<file path="src/verilog/norm_pkg.sv">
////////////////////////////////////////////////////////////
// FP32 and NaN-boxed FP16 only; exponent arrives signed and biased
// Mantissa in has two integer bits, 23 fraction bits, 3 extra low bits
////////////////////////////////////////////////////////////

package norm_pkg;

  ////////////////////////////////////////////////////////////
  // Field widths
  ////////////////////////////////////////////////////////////
  localparam int unsigned EXP_W     = 8;           // FP32 exponent
  localparam int unsigned MANT_W    = 23;          // FP32 fraction
  localparam int unsigned EXP_W_H   = 5;           // FP16 exponent
  localparam int unsigned MANT_W_H  = 10;          // FP16 fraction
  localparam int unsigned MANT_IN_W = MANT_W + 5;  // Unnormalized mantissa
  localparam int unsigned EXP_IN_W  = EXP_W + 2;   // Signed exponent in
  localparam int unsigned MAIN_W    = MANT_W + 1;  // Significand with hidden bit
  localparam int unsigned TAIL_W    = 5;           // Bits kept below FP32 LSB
  localparam int unsigned RES_W     = 32;
  localparam int unsigned HALF_W    = 16;          // NaN-box fill for FP16

  // Denormal right shift, clamped once all bits reach the sticky pad
  localparam int unsigned RS_SH_W   = 5;
  localparam int unsigned RS_PAD_W  = 2 ** RS_SH_W;

  // Overflow thresholds, exponent field all ones
  localparam logic signed [EXP_IN_W-1:0] EXP_MAX   = (2 ** EXP_W) - 1;
  localparam logic signed [EXP_IN_W-1:0] EXP_MAX_H = (2 ** EXP_W_H) - 1;

  // Quiet NaN fraction, MSB only
  localparam logic [MANT_W-1:0] MANT_NAN = {1'b1, {(MANT_W-1){1'b0}}};

  ////////////////////////////////////////////////////////////
  // Rounding modes and flag positions
  ////////////////////////////////////////////////////////////
  localparam logic [2:0] RM_NEAREST  = 3'd0;
  localparam logic [2:0] RM_TRUNC    = 3'd1;
  localparam logic [2:0] RM_MINUSINF = 3'd2;
  localparam logic [2:0] RM_PLUSINF  = 3'd3;

  localparam int unsigned FLAG_NV = 4;
  localparam int unsigned FLAG_DZ = 3;
  localparam int unsigned FLAG_OF = 2;
  localparam int unsigned FLAG_UF = 1;
  localparam int unsigned FLAG_NX = 0;

  ////////////////////////////////////////////////////////////
  // Structs
  ////////////////////////////////////////////////////////////
  typedef struct packed {
    logic nan_a;
    logic nan_b;
    logic snan;    // Either NaN is signalling
    logic inf_a;
    logic inf_b;
    logic zero_a;
    logic zero_b;
  } operand_class_t;

  typedef struct packed {
    logic [MANT_IN_W-1:0]       mant;
    logic signed [EXP_IN_W-1:0] exp;
    logic                       sign;
    logic                       op_sqrt;  // 0 is divide
    logic                       fp16;
    logic [2:0]                 rm;
    operand_class_t             cls;
  } norm_req_t;

  typedef struct packed {
    logic [RES_W-1:0] result;
    logic [4:0]       fflags;  // NV DZ OF UF NX
  } norm_res_t;

  typedef struct packed {
    logic active;  // Special result overrides datapath
    logic sign;
    logic nan;
    logic inf;
    logic nv;
    logic dz;
    logic of;
  } special_t;

  typedef struct packed {
    logic              sign;
    logic [EXP_W-1:0]  exp;
    logic [MAIN_W-1:0] mant_main;
    logic [TAIL_W-1:0] mant_tail;
    logic              uf;
    logic              of;
  } norm_out_t;

  typedef struct packed {
    logic              sign;
    logic [EXP_W-1:0]  exp;
    logic [MANT_W-1:0] frac;  // FP16 fraction sits in the top bits
    logic              inexact;
    logic              uf;
    logic              of;
  } round_out_t;

endpackage

</file>
<file path="src/verilog/pipe_stage.sv">
////////////////////////////////////////////////////////////
// One register stage, no stall; payload loads every cycle
////////////////////////////////////////////////////////////

module pipe_stage #(
  parameter type payload_t = logic
) (
  input  logic     clk,
  input  logic     rst_n,
  input  logic     valid_in,
  input  payload_t data_in,
  output logic     valid_out,
  output payload_t data_out
);

  always_ff @(posedge clk or negedge rst_n)
  begin
    if (!rst_n)
    begin
      valid_out <= 1'b0;
      data_out  <= '0;    // Output reads zero after reset
    end
    else
    begin
      valid_out <= valid_in;
      data_out  <= data_in;  // Invalid cycles load too
    end
  end

endmodule

</file>
<file path="src/verilog/special_case_check.sv">
////////////////////////////////////////////////////////////
// Operand class flags come from the front end and are trusted
// Divide by infinity returns signed zero with OF set
////////////////////////////////////////////////////////////

module special_case_check (
  input  norm_pkg::norm_req_t req,
  output norm_pkg::special_t  spec
);

  logic is_div;

  assign is_div = ~req.op_sqrt;

  ////////////////////////////////////////////////////////////
  // Priority chain, first match wins
  ////////////////////////////////////////////////////////////
  always_comb
  begin
    // Defaults, no special case
    spec        = '0;
    spec.sign   = req.sign;

    if (req.cls.nan_a)
    begin
      spec.active = 1'b1;
      spec.nan    = 1'b1;
      spec.nv     = req.cls.snan;  // Only signalling NaN raises NV
    end
    else if (is_div && req.cls.nan_b)
    begin
      spec.active = 1'b1;
      spec.nan    = 1'b1;
      spec.nv     = req.cls.snan;
    end
    else if (req.cls.inf_a)
    begin
      spec.active = 1'b1;
      if (is_div && req.cls.inf_b)  // inf/inf
      begin
        spec.nan = 1'b1;
        spec.nv  = 1'b1;
      end
      else if (req.op_sqrt && req.sign)  // sqrt(-inf)
      begin
        spec.nan = 1'b1;
        spec.nv  = 1'b1;
      end
      else
      begin
        spec.inf = 1'b1;
        spec.of  = 1'b1;
      end
    end
    else if (is_div && req.cls.inf_b)
    begin
      // x/inf, signed zero
      spec.active = 1'b1;
      spec.of     = 1'b1;
    end
    else if (req.cls.zero_a)
    begin
      spec.active = 1'b1;
      if (is_div && req.cls.zero_b)  // 0/0
      begin
        spec.nan = 1'b1;
        spec.nv  = 1'b1;
        spec.dz  = 1'b1;
      end
    end
    else if (is_div && req.cls.zero_b)
    begin
      spec.active = 1'b1;
      spec.inf    = 1'b1;
      spec.dz     = 1'b1;  // x/0
    end
    else if (req.op_sqrt && req.sign)
    begin
      spec.active = 1'b1;
      spec.nan    = 1'b1;
      spec.nv     = 1'b1;  // sqrt of negative number
    end

    // Canonical NaN is always positive
    if (spec.nan)
      spec.sign = 1'b0;
  end

endmodule

</file>
<file path="src/verilog/norm_shift.sv">
////////////////////////////////////////////////////////////
// Exponent must already be biased for the selected format
// Right shift clamps once every bit lands in the sticky pad
////////////////////////////////////////////////////////////

module norm_shift (
  input  norm_pkg::norm_req_t req,
  output norm_pkg::norm_out_t norm
);

  logic [norm_pkg::MAIN_W-1:0]                    mant_one;   // 1.xxx alignment
  logic [norm_pkg::MAIN_W-1:0]                    mant_half;  // 0.1xx alignment
  logic [norm_pkg::EXP_W-1:0]                     exp_dec;
  logic signed [norm_pkg::EXP_IN_W-1:0]           exp_lim;
  logic [norm_pkg::EXP_IN_W-1:0]                  rs_amt;
  logic [norm_pkg::RS_SH_W-1:0]                   rs_sh;
  logic [norm_pkg::MANT_IN_W+norm_pkg::RS_PAD_W-1:0] rs_vec;
  logic                                           top_bit;

  assign top_bit   = req.mant[norm_pkg::MANT_IN_W-1];
  assign mant_one  = req.mant[norm_pkg::MANT_IN_W-1 -: norm_pkg::MAIN_W];
  assign mant_half = req.mant[norm_pkg::MANT_IN_W-2 -: norm_pkg::MAIN_W];
  assign exp_dec   = req.exp[norm_pkg::EXP_W-1:0] - 1'b1;

  // Overflow limit per format
  assign exp_lim = req.fp16 ? norm_pkg::EXP_MAX_H : norm_pkg::EXP_MAX;

  ////////////////////////////////////////////////////////////
  // Denormal right shift by (1 - exp)
  ////////////////////////////////////////////////////////////
  assign rs_amt = 1 - req.exp;  // Meaningful only for negative exp
  assign rs_sh  = (rs_amt > norm_pkg::RS_PAD_W - 1) ? '1 : rs_amt[norm_pkg::RS_SH_W-1:0];
  assign rs_vec = {req.mant, {norm_pkg::RS_PAD_W{1'b0}}} >> rs_sh;

  ////////////////////////////////////////////////////////////
  // Exponent classification
  ////////////////////////////////////////////////////////////
  always_comb
  begin
    norm      = '0;
    norm.sign = req.sign;

    if (req.exp == '0)
    begin
      if (req.mant != '0)
      begin
        // Denormal, one place right
        norm.mant_main = {1'b0, req.mant[norm_pkg::MANT_IN_W-1 -: norm_pkg::MANT_W]};
        norm.mant_tail = req.mant[norm_pkg::TAIL_W-1:0];
        norm.uf        = 1'b1;
      end
      // Zero mantissa stays an exact zero
    end
    else if ((req.exp == 1) && !top_bit)
    begin
      norm.mant_main = mant_one;  // 0.1xx at exp 1 is denormal
      norm.mant_tail = {req.mant[norm_pkg::TAIL_W-2:0], 1'b0};
      norm.uf        = 1'b1;
    end
    else if (req.exp < 0)
    begin
      // Shifted-out bits fold into the tail LSB
      norm.mant_main = rs_vec[norm_pkg::MANT_IN_W+norm_pkg::RS_PAD_W-1 -: norm_pkg::MAIN_W];
      norm.mant_tail = {rs_vec[norm_pkg::RS_PAD_W+norm_pkg::TAIL_W-2 -: norm_pkg::TAIL_W-1],
                        |rs_vec[norm_pkg::RS_PAD_W-1:0]};
      norm.uf        = 1'b1;
    end
    else if (req.exp >= exp_lim)
    begin
      norm.exp = '1;  // Infinity, low bits cover FP16
      norm.of  = 1'b1;
    end
    else if (!top_bit)
    begin
      norm.mant_main = mant_half;  // 0.1xx, one left
      norm.mant_tail = {req.mant[norm_pkg::TAIL_W-3:0], 2'b00};
      norm.exp       = exp_dec;
    end
    else
    begin
      norm.mant_main = mant_one;   // Already 1.xxx
      norm.mant_tail = {req.mant[norm_pkg::TAIL_W-2:0], 1'b0};
      norm.exp       = req.exp[norm_pkg::EXP_W-1:0];
    end
  end

endmodule

</file>
<file path="src/verilog/round_unit.sv">
////////////////////////////////////////////////////////////
// FP16 guard and sticky come only from the shared significand
// Carry out renormalizes; a denormal carry keeps exponent zero
////////////////////////////////////////////////////////////

module round_unit (
  input  norm_pkg::norm_out_t  norm,
  input  logic [2:0]           rm,
  input  logic                 fp16,
  output norm_pkg::round_out_t rnd
);

  logic [norm_pkg::MAIN_W-1:0] upper;  // Significand kept for the format
  logic [norm_pkg::MAIN_W-1:0] ulp;    // One unit in the last place
  logic [norm_pkg::MAIN_W:0]   sum;
  logic                        guard;
  logic                        rbit;
  logic                        sticky;
  logic                        lsb;
  logic                        inexact;
  logic                        round_up;
  logic                        carry;

  ////////////////////////////////////////////////////////////
  // Guard, round and sticky per format
  ////////////////////////////////////////////////////////////
  always_comb
  begin
    if (fp16)
    begin
      // 11-bit significand at the top of mant_main
      upper  = {norm.mant_main[norm_pkg::MANT_W -: norm_pkg::MANT_W_H+1],
                {(norm_pkg::MANT_W-norm_pkg::MANT_W_H){1'b0}}};
      ulp    = {{norm_pkg::MANT_W_H{1'b0}}, 1'b1,
                {(norm_pkg::MANT_W-norm_pkg::MANT_W_H){1'b0}}};
      lsb    = norm.mant_main[norm_pkg::MANT_W-norm_pkg::MANT_W_H];
      guard  = norm.mant_main[norm_pkg::MANT_W-norm_pkg::MANT_W_H-1];
      rbit   = norm.mant_main[norm_pkg::MANT_W-norm_pkg::MANT_W_H-2];
      sticky = |norm.mant_main[norm_pkg::MANT_W-norm_pkg::MANT_W_H-3:0];
    end
    else
    begin
      upper  = norm.mant_main;
      ulp    = {{norm_pkg::MANT_W{1'b0}}, 1'b1};
      lsb    = norm.mant_main[0];
      guard  = norm.mant_tail[norm_pkg::TAIL_W-1];
      rbit   = norm.mant_tail[norm_pkg::TAIL_W-2];
      sticky = |norm.mant_tail[norm_pkg::TAIL_W-3:0];
    end
  end

  assign inexact = guard | rbit | sticky;  // Any dropped bit

  ////////////////////////////////////////////////////////////
  // Round-up decision
  ////////////////////////////////////////////////////////////
  always_comb
  begin
    case (rm)
      norm_pkg::RM_NEAREST:  round_up = guard & (rbit | sticky | lsb);  // Ties to even
      norm_pkg::RM_TRUNC:    round_up = 1'b0;
      norm_pkg::RM_PLUSINF:  round_up = inexact & ~norm.sign;
      norm_pkg::RM_MINUSINF: round_up = inexact & norm.sign;
      default:               round_up = 1'b0;
    endcase
  end

  ////////////////////////////////////////////////////////////
  // Increment and carry renormalization
  ////////////////////////////////////////////////////////////
  assign sum   = {1'b0, upper} + {1'b0, (round_up ? ulp : '0)};
  assign carry = sum[norm_pkg::MAIN_W];

  always_comb
  begin
    rnd.sign    = norm.sign;
    rnd.exp     = norm.exp + {{(norm_pkg::EXP_W-1){1'b0}}, carry};
    rnd.frac    = carry ? sum[norm_pkg::MANT_W:1] : sum[norm_pkg::MANT_W-1:0];
    rnd.inexact = inexact;
    rnd.uf      = norm.uf;
    rnd.of      = norm.of;
  end

endmodule

</file>
<file path="src/verilog/result_pack.sv">
////////////////////////////////////////////////////////////
// FP16 results are NaN-boxed, upper half all ones
////////////////////////////////////////////////////////////

module result_pack (
  input  norm_pkg::special_t   spec,
  input  norm_pkg::round_out_t rnd,
  input  logic                 fp16,
  output norm_pkg::norm_res_t  res
);

  logic                        sign;
  logic [norm_pkg::EXP_W-1:0]  exp;
  logic [norm_pkg::MANT_W-1:0] frac;

  // Special encoding or rounded datapath
  always_comb
  begin
    res.fflags = '0;
    if (spec.active)
    begin
      sign = spec.sign;
      exp  = (spec.nan || spec.inf) ? '1 : '0;  // Zero otherwise
      frac = spec.nan ? norm_pkg::MANT_NAN : '0;
      res.fflags[norm_pkg::FLAG_NV] = spec.nv;
      res.fflags[norm_pkg::FLAG_DZ] = spec.dz;
      res.fflags[norm_pkg::FLAG_OF] = spec.of;
    end
    else
    begin
      sign = rnd.sign;
      exp  = rnd.exp;
      frac = rnd.frac;
      res.fflags[norm_pkg::FLAG_OF] = rnd.of;
      res.fflags[norm_pkg::FLAG_UF] = rnd.uf;
      res.fflags[norm_pkg::FLAG_NX] = rnd.inexact;
    end
  end

  // Format assembly
  always_comb
  begin
    if (fp16)
      res.result = {{norm_pkg::HALF_W{1'b1}}, sign,
                    exp[norm_pkg::EXP_W_H-1:0],
                    frac[norm_pkg::MANT_W-1 -: norm_pkg::MANT_W_H]};
    else
      res.result = {sign, exp, frac};
  end

endmodule

</file>
<file path="src/verilog/norm_round_top.sv">
////////////////////////////////////////////////////////////
// Two-cycle latency, one request per cycle, no back-pressure
// Receiver must take out_res on the cycle out_valid is high
////////////////////////////////////////////////////////////

module norm_round_top (
  input  logic                clk,
  input  logic                rst_n,
  input  logic                in_valid,
  input  norm_pkg::norm_req_t in_req,
  output logic                out_valid,
  output norm_pkg::norm_res_t out_res
);

  logic                 req_valid;  // Registered request
  norm_pkg::norm_req_t  req;
  norm_pkg::special_t   spec;
  norm_pkg::norm_out_t  norm;
  norm_pkg::round_out_t rnd;
  norm_pkg::norm_res_t  res;

  ////////////////////////////////////////////////////////////
  // Input stage
  ////////////////////////////////////////////////////////////
  pipe_stage #(.payload_t(norm_pkg::norm_req_t)) u_req_stage (
    .clk       (clk),
    .rst_n     (rst_n),
    .valid_in  (in_valid),
    .data_in   (in_req),
    .valid_out (req_valid),
    .data_out  (req)
  );

  // Combinational core
  special_case_check u_special (.req(req), .spec(spec));

  norm_shift u_shift (.req(req), .norm(norm));

  round_unit u_round (.norm(norm), .rm(req.rm), .fp16(req.fp16), .rnd(rnd));

  result_pack u_pack (.spec(spec), .rnd(rnd), .fp16(req.fp16), .res(res));

  ////////////////////////////////////////////////////////////
  // Output stage
  ////////////////////////////////////////////////////////////
  pipe_stage #(.payload_t(norm_pkg::norm_res_t)) u_res_stage (
    .clk       (clk),
    .rst_n     (rst_n),
    .valid_in  (req_valid),
    .data_in   (res),
    .valid_out (out_valid),
    .data_out  (out_res)
  );

endmodule

</file>
<file path="config.mk">
export PLATFORM = sky130hd
export DESIGN_NAME = norm_round_top
export DESIGN_NICKNAME = d
export VERILOG_FILES = /design/src/verilog/norm_pkg.sv /design/src/verilog/pipe_stage.sv /design/src/verilog/special_case_check.sv /design/src/verilog/norm_shift.sv /design/src/verilog/round_unit.sv /design/src/verilog/result_pack.sv /design/src/verilog/norm_round_top.sv
export SDC_FILE = /design/constraint.sdc
export NUM_CORES = 1
export LEC_CHECK = 0
export ABC_CLOCK_PERIOD_IN_PS = 20100
export BUFFER_PORTS_ARGS = -buffer_cell sky130_fd_sc_hd__buf_2
export CAP_MARGIN = 20
export CORE_MARGIN = 10
export CORE_UTILIZATION = 45
export CTS_CLUSTER_SIZE = 14
export DETAILED_ROUTE_END_ITERATION = 8
export PLACE_DENSITY = 0.75
export SYNTH_ARGS = -nofsm -noshare
export SYNTH_HDL_FRONTEND = slang
export SYNTH_SLANG_ARGS = --single-unit
export TNS_END_PERCENT = 50
</file>
<file path="constraint.sdc">
create_clock -name clk -period 20.1 [get_ports clk]
set_input_delay 3.015 -clock clk [delete_from_list [all_inputs] [get_ports clk]]
set_output_delay 3.015 -clock clk [all_outputs]
set_load 0.05 [all_outputs]
</file>
; ---- Yosys cells after proc, flatten, opt, wreduce, memory -nomap -nowiden
; Cells that the tools add are included.
[op_classes]
n_mul = 0
n_shift = 1
bitwise_logic = 9
magnitude_cmp = 3
muxes = 65
n_eq_ne = 3
n_div = 0
n_reduce_logical = 13
add_sub_neg = 4
[op_table]
columns = operator, count
row1 = $mux W29, 3
row2 = $mux W23, 3
row3 = $mux W30, 2
row4 = $shr A60 B5 Y60, 1
row5 = $mux W8, 7
row6 = $mux W37, 1
row7 = $mux W1, 35
row8 = $mux W32, 1
row9 = $reduce_or A32 Y1, 1
row10 = $mux W14, 2
row11 = $reduce_bool A28 Y1, 1
row12 = $add A24 B14 Y25, 1
row13 = $mux W13, 1
row14 = $mux W2, 6
row15 = $reduce_or A11 Y1, 1
row16 = $eq A10 B2 Y1 const B, 1
row17 = $ge A10 B9 Y1, 1
row18 = $gt A10 B5 Y1 const B, 1
row19 = $logic_not A10 Y1, 1
row20 = $lt A10 B1 Y1 const B, 1
row21 = $sub A2 B10 Y10 const A, 1
row22 = $add A8 B1 Y8, 1
row23 = $sub A8 B1 Y8 const B, 1
row24 = $eq A3 B2 Y1 const B, 2
row25 = 12 further kinds, 22
[word_totals]
mem_bits_rw = 0
mem_count = 0
wordCells = 115
register_bits = 90
output_inout_bits = 38
rom_bits = 0
inputBits = 54
latchBits = 0

; ---- Logic depth before layout (Yosys ltp)
; Gate-level depths: netlist of run 1.
[depth]
ltp_word = 19
depth_mapped = 35
mapped_depth_nobuf = 28

; ---- Modules after synthesis
; From an unflattened synthesis of run 1, not the netlist that was laid out.
[hier_totals]
cells_unflattened = 915
hier_area_um2 = 7785.0
[by_module_without_submodules]
columns = module, cells_each, n_inst, seq_area_each_um2, area_per_inst_um2
row1 = norm_shift, 572, 1, 0.0, 3742.3
row2 = pipe_stage (u_req_stage), 52, 1, 1301.2, 1301.2
row3 = round_unit, 154, 1, 0.0, 1111.1
row4 = pipe_stage (u_res_stage), 38, 1, 950.9, 950.9
row5 = result_pack, 75, 1, 0.0, 534.3
row6 = special_case_check, 24, 1, 0.0, 145.1

; ---- Worst setup path after synthesis of run 1
; OpenSTA, ideal clock, no wires.
[synth_path]
kind = flip-flop to flip-flop
startpoint = register u_req_stage.data_out[14] in the netlist's numbering
endpoint = register u_res_stage.data_out[35] in the netlist's numbering
period_less_slack_ns = 6.839
n_path_buf = 7
required_time_ns = 19.990
stages_incl_launch_ff = 34
path_slack_ns = 13.261
setup_time_ns = 0.110
arrival_ns = 6.728
cell_sequence = dfrtp_1 > buf_2 > buf_2 > inv_1 > buf_2 > ha_1 > buf_2 > or4b_4 > o21ai_1 > buf_2 > buf_2 > buf_1 > a21oi_1 > a221oi_1 > o221ai_1 > a21oi_1 > o22ai_1 > o22ai_1 > a21oi_1 > or4_1 > a21oi_1 > ha_1 > ha_1 > and3_1 > nand4_1 > nor3_4 > o21ai_2 > inv_2 > ha_1 > nand3_1 > or2_2 > a211oi_1 > nor2_1 > o41ai_1
[synth_lines]
columns = item, line_no
row1 = "start, declared", pipe_stage.sv:13  ; output payload_t data_out
row2 = "start signal, assigned", pipe_stage.sv:26  ; data_out <= data_in;
row3 = "end signal, assigned", pipe_stage.sv:26
row4 = "end, declared", pipe_stage.sv:13

==> impl_metrics.env, run 1 <==
export IMPL_status="complete, no violations"
export IMPL_cp_end_kind="register"
export IMPL_synth_edf_count=0
export IMPL_rsz0062_at_grt="no"
export IMPL_fin_crit_ns=8.70
export IMPL_crit_path_start_kind="register"
export IMPL_drtAntennaViolNets=0
export IMPL_syn_inst=1040
export IMPL_io_pins=92
export IMPL_switching_share=0.374
export IMPL_initial_utilization=0.459
export IMPL_critPathKind="register to register"
export IMPL_drv_cap=0
export IMPL_synthToLayoutAreaGrowth_pct=9.34
export IMPL_clk_path_buf_depth=2
export IMPL_synthesis_area_mm2=0.00865
export IMPL_slew_violations=0
export IMPL_drt_total_wl_um=34700
export IMPL_p_per_area_mw_per_mm2=53.8
export IMPL_synthFlopType="dfrtp_1"
export IMPL_diodes=0
export IMPL_p_clk_frac=0.348
export IMPL_ctsResizeCount=0
export IMPL_max_slew_margin_rel=0.419
export IMPL_cp_required_ns=20.34
export IMPL_drt_iter0_drc=1565
export IMPL_htreeDepth=3
export IMPL_cts_num_sinks=90
export IMPL_path_clk_slew_ns=0.07
export IMPL_yosysWarnings=0
export IMPL_grt_ovfl_total=0
export IMPL_cts_root_buf="clkbuf_16"
export IMPL_via_per_inst=7.10
export IMPL_clk_latency_ns=0.36
export IMPL_rows=50
export IMPL_leakage_nw=3.68
export IMPL_drt_pass1_iterations=6
export IMPL_placed_cells=1319
export IMPL_p_int_w=0.000318
export IMPL_gp_congestion=1.07
export IMPL_fmax_mhz=115
export IMPL_finClkSkew_ns=0.00874
export IMPL_wl_per_cell_um=26.0
export IMPL_portBuffers=91
export IMPL_finalHoldViolations=0
export IMPL_die_w_um=159
export IMPL_instances_no_fill=1335
export IMPL_grt_pass1_vias=8672
export IMPL_ys_seq_elements=90
export IMPL_regArea_mm2=0.00225
export IMPL_dieArea_mm2=0.0252
export IMPL_tightest_slew_ns=0.871
export IMPL_critPathArrivalTime_ns=8.95
export IMPL_synth_net_count=1107
export IMPL_min_path_type="register to register"
export IMPL_synth_distinct_cells=115
export IMPL_cts_hold_buffers=0
export IMPL_grt_pass1_wl_um=52600
export IMPL_fin_crit_sh=0.433
export IMPL_cts_buffers=9
export IMPL_setup_viol=0
export IMPL_nets=1137
export IMPL_die_h_um=159
export IMPL_setup_tns_ns=0
export IMPL_netSwitchingPower_w=0.000190
export IMPL_syn_avg_cell_area_um2=8.32
export IMPL_utilization=0.502
export IMPL_fillCellCount=1795
export IMPL_core_mm2=0.0188
export IMPL_yosysSeqAreaShare=0.260
export IMPL_drive_gt1_frac=0.214
export IMPL_power_share_sequential=0.406
export IMPL_cp_max_fo=61
export IMPL_dp_hpwl_um=25600
export IMPL_antenna_found_initial=0
export IMPL_drcViolationCount=0
export IMPL_grt_max_degree=73
export IMPL_dr_total_vias=9477
export IMPL_gr_usage_all_layers=0.272
export IMPL_cts_tree="built"
export IMPL_postSynth_asyncResetShare=1.00
export IMPL_multi_input_area_mm2=0.00590
export IMPL_cts_setup_buffers=0
export IMPL_combPwrFrac=0.246
export IMPL_vdd_drop_max_mv=0.0538
## power groups by stage
stage          clock network (W)   logic, W  registers, W
4_1_cts                 0.000180   0.000121      0.000205
6_report                0.000177   0.000125      0.000206
5_1_grt                 0.000187   0.000133      0.000207
3_5_place_dp                   0   0.000121      0.000208
3_3_place_gp                   0   0.000121      0.000209
2_1_floorplan                  0  0.0000801      0.000208
## path summary, 6_finish.rpt
kind                                     startpoint                        to  slack [ns]  depth (start not counted)
max                        u_req_stage.data_out[14]  u_res_stage.data_out[35]       11.40                         27
min                           u_req_stage.valid_out     u_res_stage.valid_out        0.36                          0
max reg2reg                u_req_stage.data_out[14]  u_res_stage.data_out[35]       11.40                         27
min reg2reg                   u_req_stage.valid_out     u_res_stage.valid_out        0.36                          0
max in group asynchronous                     rst_n  u_req_stage.data_out[13]       16.43                          2
min in group asynchronous                     rst_n  u_req_stage.data_out[43]        2.51                          1
## state kept, by name, summed over array words and instances, names as in the netlist
name / flops
u_res_stage.data_out: 37
u_res_stage.valid_out: 1
u_req_stage.data_out: 51
u_req_stage.valid_out: 1
## layer usage
layer	wire, µm	track usage	share of wire
met1	13700	0.368	0.39
met2	14700	0.393	0.42
met3	4370	0.0723	0.13
met4	2050	0.134	0.059
met5	0	0	0
## critical path, cell delays in order, from the launching register on
cell and delay [ns]:
dfrtp_2 0.34, buf_4 0.54, inv_1 0.55, ha_1 0.46, buf_4 0.34, clkinv_1 0.65
o2111a_1 0.44, a211oi_1 0.47, o22ai_1 0.17, nor4b_2 0.63, nor3_1 0.10, o2111ai_1 0.12
nor4_1 0.10, or4_1 0.48, a21oi_1 0.15, ha_1 0.21, ha_1 0.24, and3_1 0.20
nand4_1 0.24, nor3_4 0.35, o21ai_2 0.27, inv_2 0.22, ha_1 0.20, nand3_1 0.10
or2_2 0.35, a211oi_1 0.18, nor2_1 0.06, o41ai_1 0.34
## cells in the mapped netlist (all sizes together), types with 7 or more instances
| library cell | instances | area [µm²] |
|---|---|---|
| or2 | 9 | 56.3 |
| o21a | 10 | 75.1 |
| or4 | 12 | 93.8 |
| ha | 13 | 163 |
| xor2 | 8 | 77.6 |
| nor2 | 79 | 304 |
| or3 | 9 | 56.3 |
| a22o | 7 | 61.3 |
| a21o | 11 | 82.6 |
| a2111oi | 7 | 87.6 |
| xnor2 | 17 | 149 |
| a221oi | 10 | 87.6 |
| nand2b | 11 | 71.3 |
| and2 | 12 | 75.1 |
| clkbuf | 45 | 170 |
| o2111ai | 7 | 67.6 |
| inv | 20 | 75.1 |
| and3 | 18 | 113 |
| a211oi | 18 | 150 |
| nand3 | 36 | 198 |
| o21ai | 56 | 288 |
| a21oi | 54 | 274 |
| dfrtp | 90 | 2250 |
| a31oi | 22 | 144 |
| o31ai | 14 | 129 |
| nand4 | 25 | 178 |
| o22ai | 16 | 100 |
| a22oi | 9 | 67.6 |
| buf | 43 | 254 |
| nand2 | 94 | 358 |
| mux2 | 26 | 293 |
| and4 | 9 | 81.3 |
| nor3 | 42 | 274 |
| nor4 | 20 | 189 |
| o211ai | 16 | 120 |
| mux2i | 37 | 370 |
| nor2b | 8 | 50.1 |
## cell usage in the layout, fill, tap and decap left out, types with 11 or more instances in the layout
cell type,instances
a211oi_1,15
a21o_1,11
a21oi_1,53
a31oi_1,21
and2_1,11
and3_1,18
buf_2,90
buf_4,17
dfrtp_1,88
ha_1,13
inv_1,19
mux2_2,24
mux2i_1,37
nand2_1,92
nand3_1,34
nand4_1,23
nor2_1,76
nor3_1,32
nor4_1,13
o211ai_1,16
o21ai_0,46
o22ai_1,16
o31ai_1,11
or4_1,11
xnor2_1,17
## kinds of logic after synthesis
group,count (synthesis),share of synthesized area
AO/OA/AOI/OAI,327,0.280
XOR/XNOR,25,0.0262
adder cells (fa/ha/maj),13,0.0188
buffers and inverters,112,0.0594
flip-flops,90,0.260
multiplexers,67,0.0871
AND/OR/NAND/NOR,406,0.268
## area by class of cell
class,instances,area share
multi-input combinational,838,0.624
tap,260,0.0344
clock buffer,9,0.0238
timing repair buffer,107,0.0611
inverter,24,0.00952
sequential,90,0.238
clock inverter,7,0.00913
## metrics by stage
stage / setup slack [ns] / total power, W / hold slack (ns) / area (µm²)
2_1_floorplan: 13.26 / 0.000288 / 0.331 / 8650
3_3_place_gp: 11.94 / 0.000330 / 0.342 / 9150
3_5_place_dp: 11.80 / 0.000329 / 0.345 / 9150
4_1_cts: 11.71 / 0.000506 / 0.361 / 9460
5_1_grt: 11.09 / 0.000526 / 0.362 / 9460
6_report: 11.40 / 0.000509 / 0.358 / 9460
(Power assumes the default switching activity.)
==> inputs of run 2 (changes only) <==
--- a/config.mk
+++ b/config.mk
@@ -5,14 +5,15 @@
 export SDC_FILE = /design/constraint.sdc
 export NUM_CORES = 1
 export LEC_CHECK = 0
-export ABC_CLOCK_PERIOD_IN_PS = 20100
+export ABC_AREA = 1
+export ABC_CLOCK_PERIOD_IN_PS = 7200
 export BUFFER_PORTS_ARGS = -buffer_cell sky130_fd_sc_hd__buf_2
 export CAP_MARGIN = 20
 export CORE_MARGIN = 10
 export CORE_UTILIZATION = 45
 export CTS_CLUSTER_SIZE = 14
 export DETAILED_ROUTE_END_ITERATION = 8
-export PLACE_DENSITY = 0.75
+export PLACE_DENSITY = 0.78
 export SYNTH_ARGS = -nofsm -noshare
 export SYNTH_HDL_FRONTEND = slang
 export SYNTH_SLANG_ARGS = --single-unit
==> constraint.sdc (replaced) <==
create_clock -name clk -period 7.2 [get_ports clk]
set_input_delay 1.08 -clock clk [delete_from_list [all_inputs] [get_ports clk]]
set_output_delay 1.08 -clock clk [all_outputs]
set_load 0.05 [all_outputs]
==> run 2 against run 1 <==
Synthesized cell count is 11% higher. Wire length is 26% lower. Die area is 12% lower. Critical path type unchanged. Critical endpoint is now u_res_stage.data_out[19].
==> impl_metrics.env, run 2 <==
export IMPL_grt_ovfl_total=0
export IMPL_crit_top_cell="nand2_1"
export IMPL_dieArea_mm2=0.0222
export IMPL_drt_iter0_drc=1079
export IMPL_grt_pass1_vias=7792
export IMPL_tightest_slew_ns=0.780
export IMPL_cp_end_kind="register"
export IMPL_synth_top_family_by_area="simple AND/OR/NAND/NOR gates"
export IMPL_dr_total_vias=8248
export IMPL_fillCellCount=1687
export IMPL_leakage_nw=4.15
export IMPL_drv_cap=0
export IMPL_cts_root_buf="clkbuf_16"
export IMPL_max_slew_margin_rel=0.480
export IMPL_fin_crit_sh=0.897
export IMPL_status="complete, no violations"
export IMPL_cts_setup_buffers=0
export IMPL_min_path_type="register to register"
export IMPL_ys_seq_elements=90
export IMPL_synthToLayoutAreaGrowth_pct=12.5
export IMPL_synth_most_common_cell="nand2_1"
export IMPL_grt_pass1_wl_um=41100
export IMPL_fin_crit_ns=6.46
export IMPL_final_common_cell="nand2_1"
export IMPL_slew_violations=0
export IMPL_fmax_mhz=155
export IMPL_yosys_area_top_type="dfrtp_1"
export IMPL_final_cell_mix="nand2_1, nand3_1, inv_1"
export IMPL_cp_required_ns=7.50
export IMPL_gr_usage_all_layers=0.229
export IMPL_critPathMaxStageDelay_ns=0.47
export IMPL_synth_distinct_cells=52
export IMPL_finalHoldViolations=0
export IMPL_cts_buffers=9
export IMPL_path_clk_slew_ns=0.07
export IMPL_critPathKind="register to register"
export IMPL_drt_pass1_iterations=6
export IMPL_setup_slack_ns=0.740
export IMPL_syn_inst=1156
export IMPL_regMostFlops="u_req_stage.data_out"
export IMPL_synthesis_area_mm2=0.00750
export IMPL_core_mm2=0.0165
export IMPL_setup_viol=0
export IMPL_diodes=0
export IMPL_dp_hpwl_um=19800
export IMPL_synth_net_count=1223
export IMPL_r2r_slack_ns=0.74
export IMPL_drt_total_wl_um=25600
export IMPL_grt_max_degree=67
export IMPL_antenna_found_initial=0
export IMPL_worst_path_max_delay_cell="dfrtp_1"
export IMPL_pre_cts_ws_ns=0.822
export IMPL_nets=1296
export IMPL_drive_gt1_frac=0.156
export IMPL_largest_reg_flops=51
export IMPL_yosysWarnings=0
export IMPL_die_w_um=149
export IMPL_synthMuxAreaShare=0
export IMPL_top_regs="u_req_stage.data_out (51), u_res_stage.data_out (37)"
export IMPL_synth_top_area_share=0.300
export IMPL_multi_input_area_mm2=0.00455
export IMPL_via_per_inst=5.67
export IMPL_synthAdderAreaFrac=0.0217
export IMPL_critPathArrivalTime_ns=6.76
export IMPL_wl_per_cell_um=17.6
export IMPL_yosysSeqAreaShare=0.300
export IMPL_postSynth_asyncResetShare=1.00
export IMPL_synthSimpleGateAreaFrac=0.425
export IMPL_io_pins=92
export IMPL_cts_tree="built"
export IMPL_vdd_drop_max_mv=0.167
export IMPL_p_per_area_mw_per_mm2=155
export IMPL_cp_max_fo=18
export IMPL_synth_xor_area_frac=0.0233
export IMPL_synthFlopType="dfrtp_1"
export IMPL_drtAntennaViolNets=0
export IMPL_clk_latency_ns=0.36
export IMPL_synth_edf_count=0
export IMPL_synth_area_leaders="dfrtp_1, nand2_1, nand3_1, inv_1, nor2_1"
export IMPL_gp_congestion=0.979
export IMPL_regArea_mm2=0.00225
export IMPL_syn_avg_cell_area_um2=6.49
export IMPL_synth_compound_area_share=0.133
export IMPL_crit_path_start_kind="register"
export IMPL_cts_num_sinks=90
export IMPL_die_h_um=149
export IMPL_drcViolationCount=0
export IMPL_finClkSkew_ns=0.0112
export IMPL_rsz0062_at_grt="no"
export IMPL_htreeDepth=3
export IMPL_rows=47
export IMPL_synth_cells_most_frequent="nand2_1, nand3_1, inv_1"
export IMPL_portBuffers=91
export IMPL_setup_tns_ns=0
export IMPL_clk_path_buf_depth=2
export IMPL_initial_utilization=0.456
## run 2: cell type report
class	instances	area share
clock inverter	7	0.00904
sequential	90	0.267
inverter	114	0.0513
timing repair buffer	114	0.0747
multi-input combinational	900	0.539
clock buffer	9	0.0267
tap	220	0.0326
## run 2: through the flow
step                      instances  hold WS, ns  instance area, µm²  total power, W  utilization
after detailed placement       1438        0.344                8130        0.000838        0.494
after floorplan                1156        0.331                7500        0.000744            -
final                          1454        0.357                8440         0.00131        0.513
after global placement         1438        0.337                8130        0.000838        0.494
after global routing           1454        0.369                8440         0.00138        0.513
after CTS                      1454        0.360                8430         0.00132        0.512
## run 2: per-layer routing
layer / track usage / up-vias / wire (µm)
li1: - / 3993 / -
met1: 0.314 / 3743 / 11100
met2: 0.360 / 451 / 11600
met3: 0.0352 / 61 / 2200
met4: 0.0746 / 0 / 752
met5: 0 / - / 0
## run 2: repair_timing
action,CTS,global route
setup endpoints to repair,0,3
hold buffers,0,0
gates resized for setup,0,1
## run 2: path summary, 6_finish.rpt
check,depth (start not counted),endpoint,startpoint
worst min register to register,0,u_res_stage.valid_out,u_req_stage.valid_out
min in group asynchronous,1,u_res_stage.data_out[21],rst_n
worst min-delay path,0,u_res_stage.valid_out,u_req_stage.valid_out
worst max register to register,44,u_res_stage.data_out[19],u_req_stage.data_out[14]
max in group asynchronous,2,u_req_stage.data_out[13],rst_n
worst max-delay path,44,u_res_stage.data_out[19],u_req_stage.data_out[14]
## run 2: cells by family after synthesis
| group | count (synthesis) |
|---|---|
| flops | 90 |
| compound gates | 173 |
| simple gates | 694 |
| xor+xnor | 20 |
| buf+inv | 166 |
| fa+ha+maj | 13 |
## run 2: where the power goes
| part | internal, W | switching [W] |
|---|---|---|
| clock | 0.000247 | 0.000230 |
| sequential | 0.000528 | 0.0000275 |
| combinational | 0.0000816 | 0.000198 |
| total | 0.000857 | 0.000455 |
## run 2: worst max-delay path, delay by kind of cell, from the launching register on
kind / cells / cell delay, ns
flops: 1 / 0.47
xor+xnor: 1 / 0.17
simple gates: 31 / 3.75
buf+inv: 6 / 0.86
fa+ha+maj: 4 / 0.95
compound gates: 2 / 0.21
==> inputs of run 3 (changes only) <==
--- a/config.mk
+++ b/config.mk
@@ -16,5 +16,6 @@
 export PLACE_DENSITY = 0.78
 export SYNTH_ARGS = -nofsm -noshare
 export SYNTH_HDL_FRONTEND = slang
+export SYNTH_HIERARCHICAL = 1
 export SYNTH_SLANG_ARGS = --single-unit
 export TNS_END_PERCENT = 50
==> run 3 against run 2 <==
Flip-flop and latch count unchanged. Cell area rose by 3.5%. Non-clock buffer count shrank 7. Fmax decreased by 1.0%. Hold slack worse by 0.0015 ns. Sequential power barely moved. Die area increased by 5.0%. Synthesized cell count rose by 2.7%.
==> impl_metrics.env, run 3 <==
export IMPL_cts_hold_buffers=0
export IMPL_setup_viol=0
export IMPL_top_regs="u_req_stage/data_out (51), u_res_stage/data_out (37)"
export IMPL_gp_congestion=1.00
export IMPL_rows=48
export IMPL_fmax_mhz=153
export IMPL_cts_root_buf="clkbuf_16"
export IMPL_pre_cts_ws_ns=0.650
export IMPL_fin_crit_sh=0.906
export IMPL_synth_net_count=1254
export IMPL_drive_gt1_frac=0.172
export IMPL_clk_path_buf_depth=2
export IMPL_cts_tree="built"
export IMPL_cts_num_sinks=90
export IMPL_cts_buffers=9
export IMPL_dp_hpwl_um=19300
export IMPL_worst_path_max_delay_cell="dfrtp_1"
export IMPL_drcViolationCount=0
export IMPL_timing_critical_path_buf_inv=3
export IMPL_grt_pass1_vias=7937
export IMPL_dr_total_vias=8535
export IMPL_critPathArrivalTime_ns=6.81
export IMPL_gr_usage_all_layers=0.209
export IMPL_leakage_nw=4.18
export IMPL_synthFlopType="dfrtp_1"
export IMPL_htreeDepth=3
export IMPL_cp_max_fo=27
export IMPL_drt_iter0_drc=1326
export IMPL_core_mm2=0.0173
export IMPL_yosys_area_top_type="dfrtp_1"
export IMPL_critPathKind="register to register"
export IMPL_rsz0062_at_grt="no"
export IMPL_postSynth_asyncResetShare=1.00
export IMPL_hold_slack_ns=0.356
export IMPL_antenna_found_initial=0
export IMPL_path_delay_family="simple AND/OR/NAND/NOR gates"
export IMPL_die_w_um=153
export IMPL_portBuffers=91
export IMPL_path_clk_slew_ns=0.07
export IMPL_syn_inst=1187
export IMPL_nets=1313
export IMPL_slew_violations=0
export IMPL_drtAntennaViolNets=0
export IMPL_drt_pass1_iterations=8
export IMPL_synth_distinct_cells=46
export IMPL_synth_top_area_share=0.284
export IMPL_regMostFlops="u_req_stage/data_out"
export IMPL_drv_cap=0
export IMPL_diodes=0
export IMPL_min_path_type="register to register"
export IMPL_synth_most_common_cell="nand2_1"
export IMPL_setup_slack_ns=0.673
export IMPL_largest_reg_flops=51
export IMPL_die_h_um=153
export IMPL_grt_ovfl_total=0
export IMPL_grt_max_degree=70
export IMPL_grt_pass1_wl_um=41000
export IMPL_ys_seq_elements=90
export IMPL_instances_no_fill=1476
export IMPL_crit_top_cell="nand2_1"
export IMPL_drt_total_wl_um=25400
export IMPL_finClkSkew_ns=0.0125
export IMPL_crit_path_start_kind="register"
export IMPL_synthToLayoutAreaGrowth_pct=9.97
export IMPL_synthesis_area_mm2=0.00794
export IMPL_final_cell_mix="nand2_1, nand3_1, inv_1"
export IMPL_placed_cells=1452
export IMPL_yosysWarnings=6
export IMPL_dieArea_mm2=0.0234
export IMPL_io_pins=92
export IMPL_yosysSeqAreaShare=0.284
export IMPL_max_slew_margin_rel=0.425
export IMPL_fin_crit_ns=6.53
export IMPL_p_per_area_mw_per_mm2=149
export IMPL_critPathMaxStageDelay_ns=0.54
export IMPL_tightest_slew_ns=0.861
export IMPL_p_total_w=0.00130
export IMPL_synth_area_leaders="dfrtp_1, nand2_1, nand3_1, inv_1, nor2_1"
export IMPL_cp_end_kind="register"
export IMPL_initial_utilization=0.459
export IMPL_synth_edf_count=0
export IMPL_clk_latency_ns=0.35
export IMPL_status="complete, no violations"
export IMPL_final_common_cell="nand2_1"
export IMPL_via_per_inst=5.78
export IMPL_synth_cells_most_frequent="nand2_1, nand3_1, inv_1"
export IMPL_vdd_drop_max_mv=0.144
export IMPL_cp_required_ns=7.49
export IMPL_finalHoldViolations=0
export IMPL_setup_tns_ns=0
export IMPL_wl_per_cell_um=17.2
export IMPL_syn_avg_cell_area_um2=6.69
==> run 3: cell count changes after synthesis, sizes merged, moves of 6 or more <==
cell     previous run  this run
nand4              30        22
o211ai             20        39
nor2               93       103
buf                30        38
o2111ai             2         8
a21oi              57        25
nand3             181       222
==> run 3: report_power, final <==
group	total (W)	switching (W)	internal [W]
Sequential	0.000555	0.0000255	0.000530
Clock	0.000473	0.000225	0.000247
Combinational	0.000275	0.000197	0.0000782
Total	0.00130	0.000447	0.000856
==> run 3: routing by layer <==
metal | up-vias | share of wire | track usage
met2 | 459 | 0.45 | 0.324
met4 | 0 | 0.020 | 0.0568
met3 | 48 | 0.091 | 0.0429
met5 | - | 0 | 0
met1 | 3935 | 0.44 | 0.288
li1 | 4093 | - | -
==> run 3: worst paths after layout <==
kind / from / end / slack [ns] / depth (start not counted)
worst max register to register: u_req_stage/data_out[14] / u_res_stage/data_out[34] / 0.67 / 39
max in group asynchronous: rst_n / u_req_stage/data_out[18] / 5.47 / 2
worst min register to register: u_req_stage/valid_out / u_res_stage/valid_out / 0.36 / 0
worst max-delay path: u_req_stage/data_out[14] / u_res_stage/data_out[34] / 0.67 / 39
worst min-delay path: u_req_stage/valid_out / u_res_stage/valid_out / 0.36 / 0
min in group asynchronous: rst_n / u_req_stage/data_out[27] / 0.61 / 1
==> run 3: layout make-up <==
type                            instances  area, µm²
Clock buffer                            9        225
Clock inverter                          7       76.3
Fill cell                            1752       8560
Inverter                              113        427
Multi-Input combinational cell        925       4880
Sequential cell                        90       2250
Tap cell                              225        282
Timing Repair Buffer                  107        591
==> run 3: repair_timing <==
| item | in CTS | in global routing |
|---|---|---|
| resized for setup | 0 | 1 |
| setup endpoints to repair | 0 | 7 |
| buffers inserted | 0 | 7 |
==> run 3: stage by stage <==
stage / instance area [µm²] / util
finish: 8730 / 0.505
CTS: 8660 / 0.500
detailed placement: 8350 / 0.483
global route: 8730 / 0.505
global placement: 8350 / 0.483
floorplan: 7940 / -
==> run 3: logic make-up after synthesis <==
group,count (synthesis),synth area share
XOR/XNOR,22,0.0243
AND/OR/NAND/NOR,732,0.442
flip-flops,90,0.284
AO/OA/AOI/OAI,157,0.127
buffers and inverters,173,0.103
adder cells (fa/ha/maj),13,0.0205
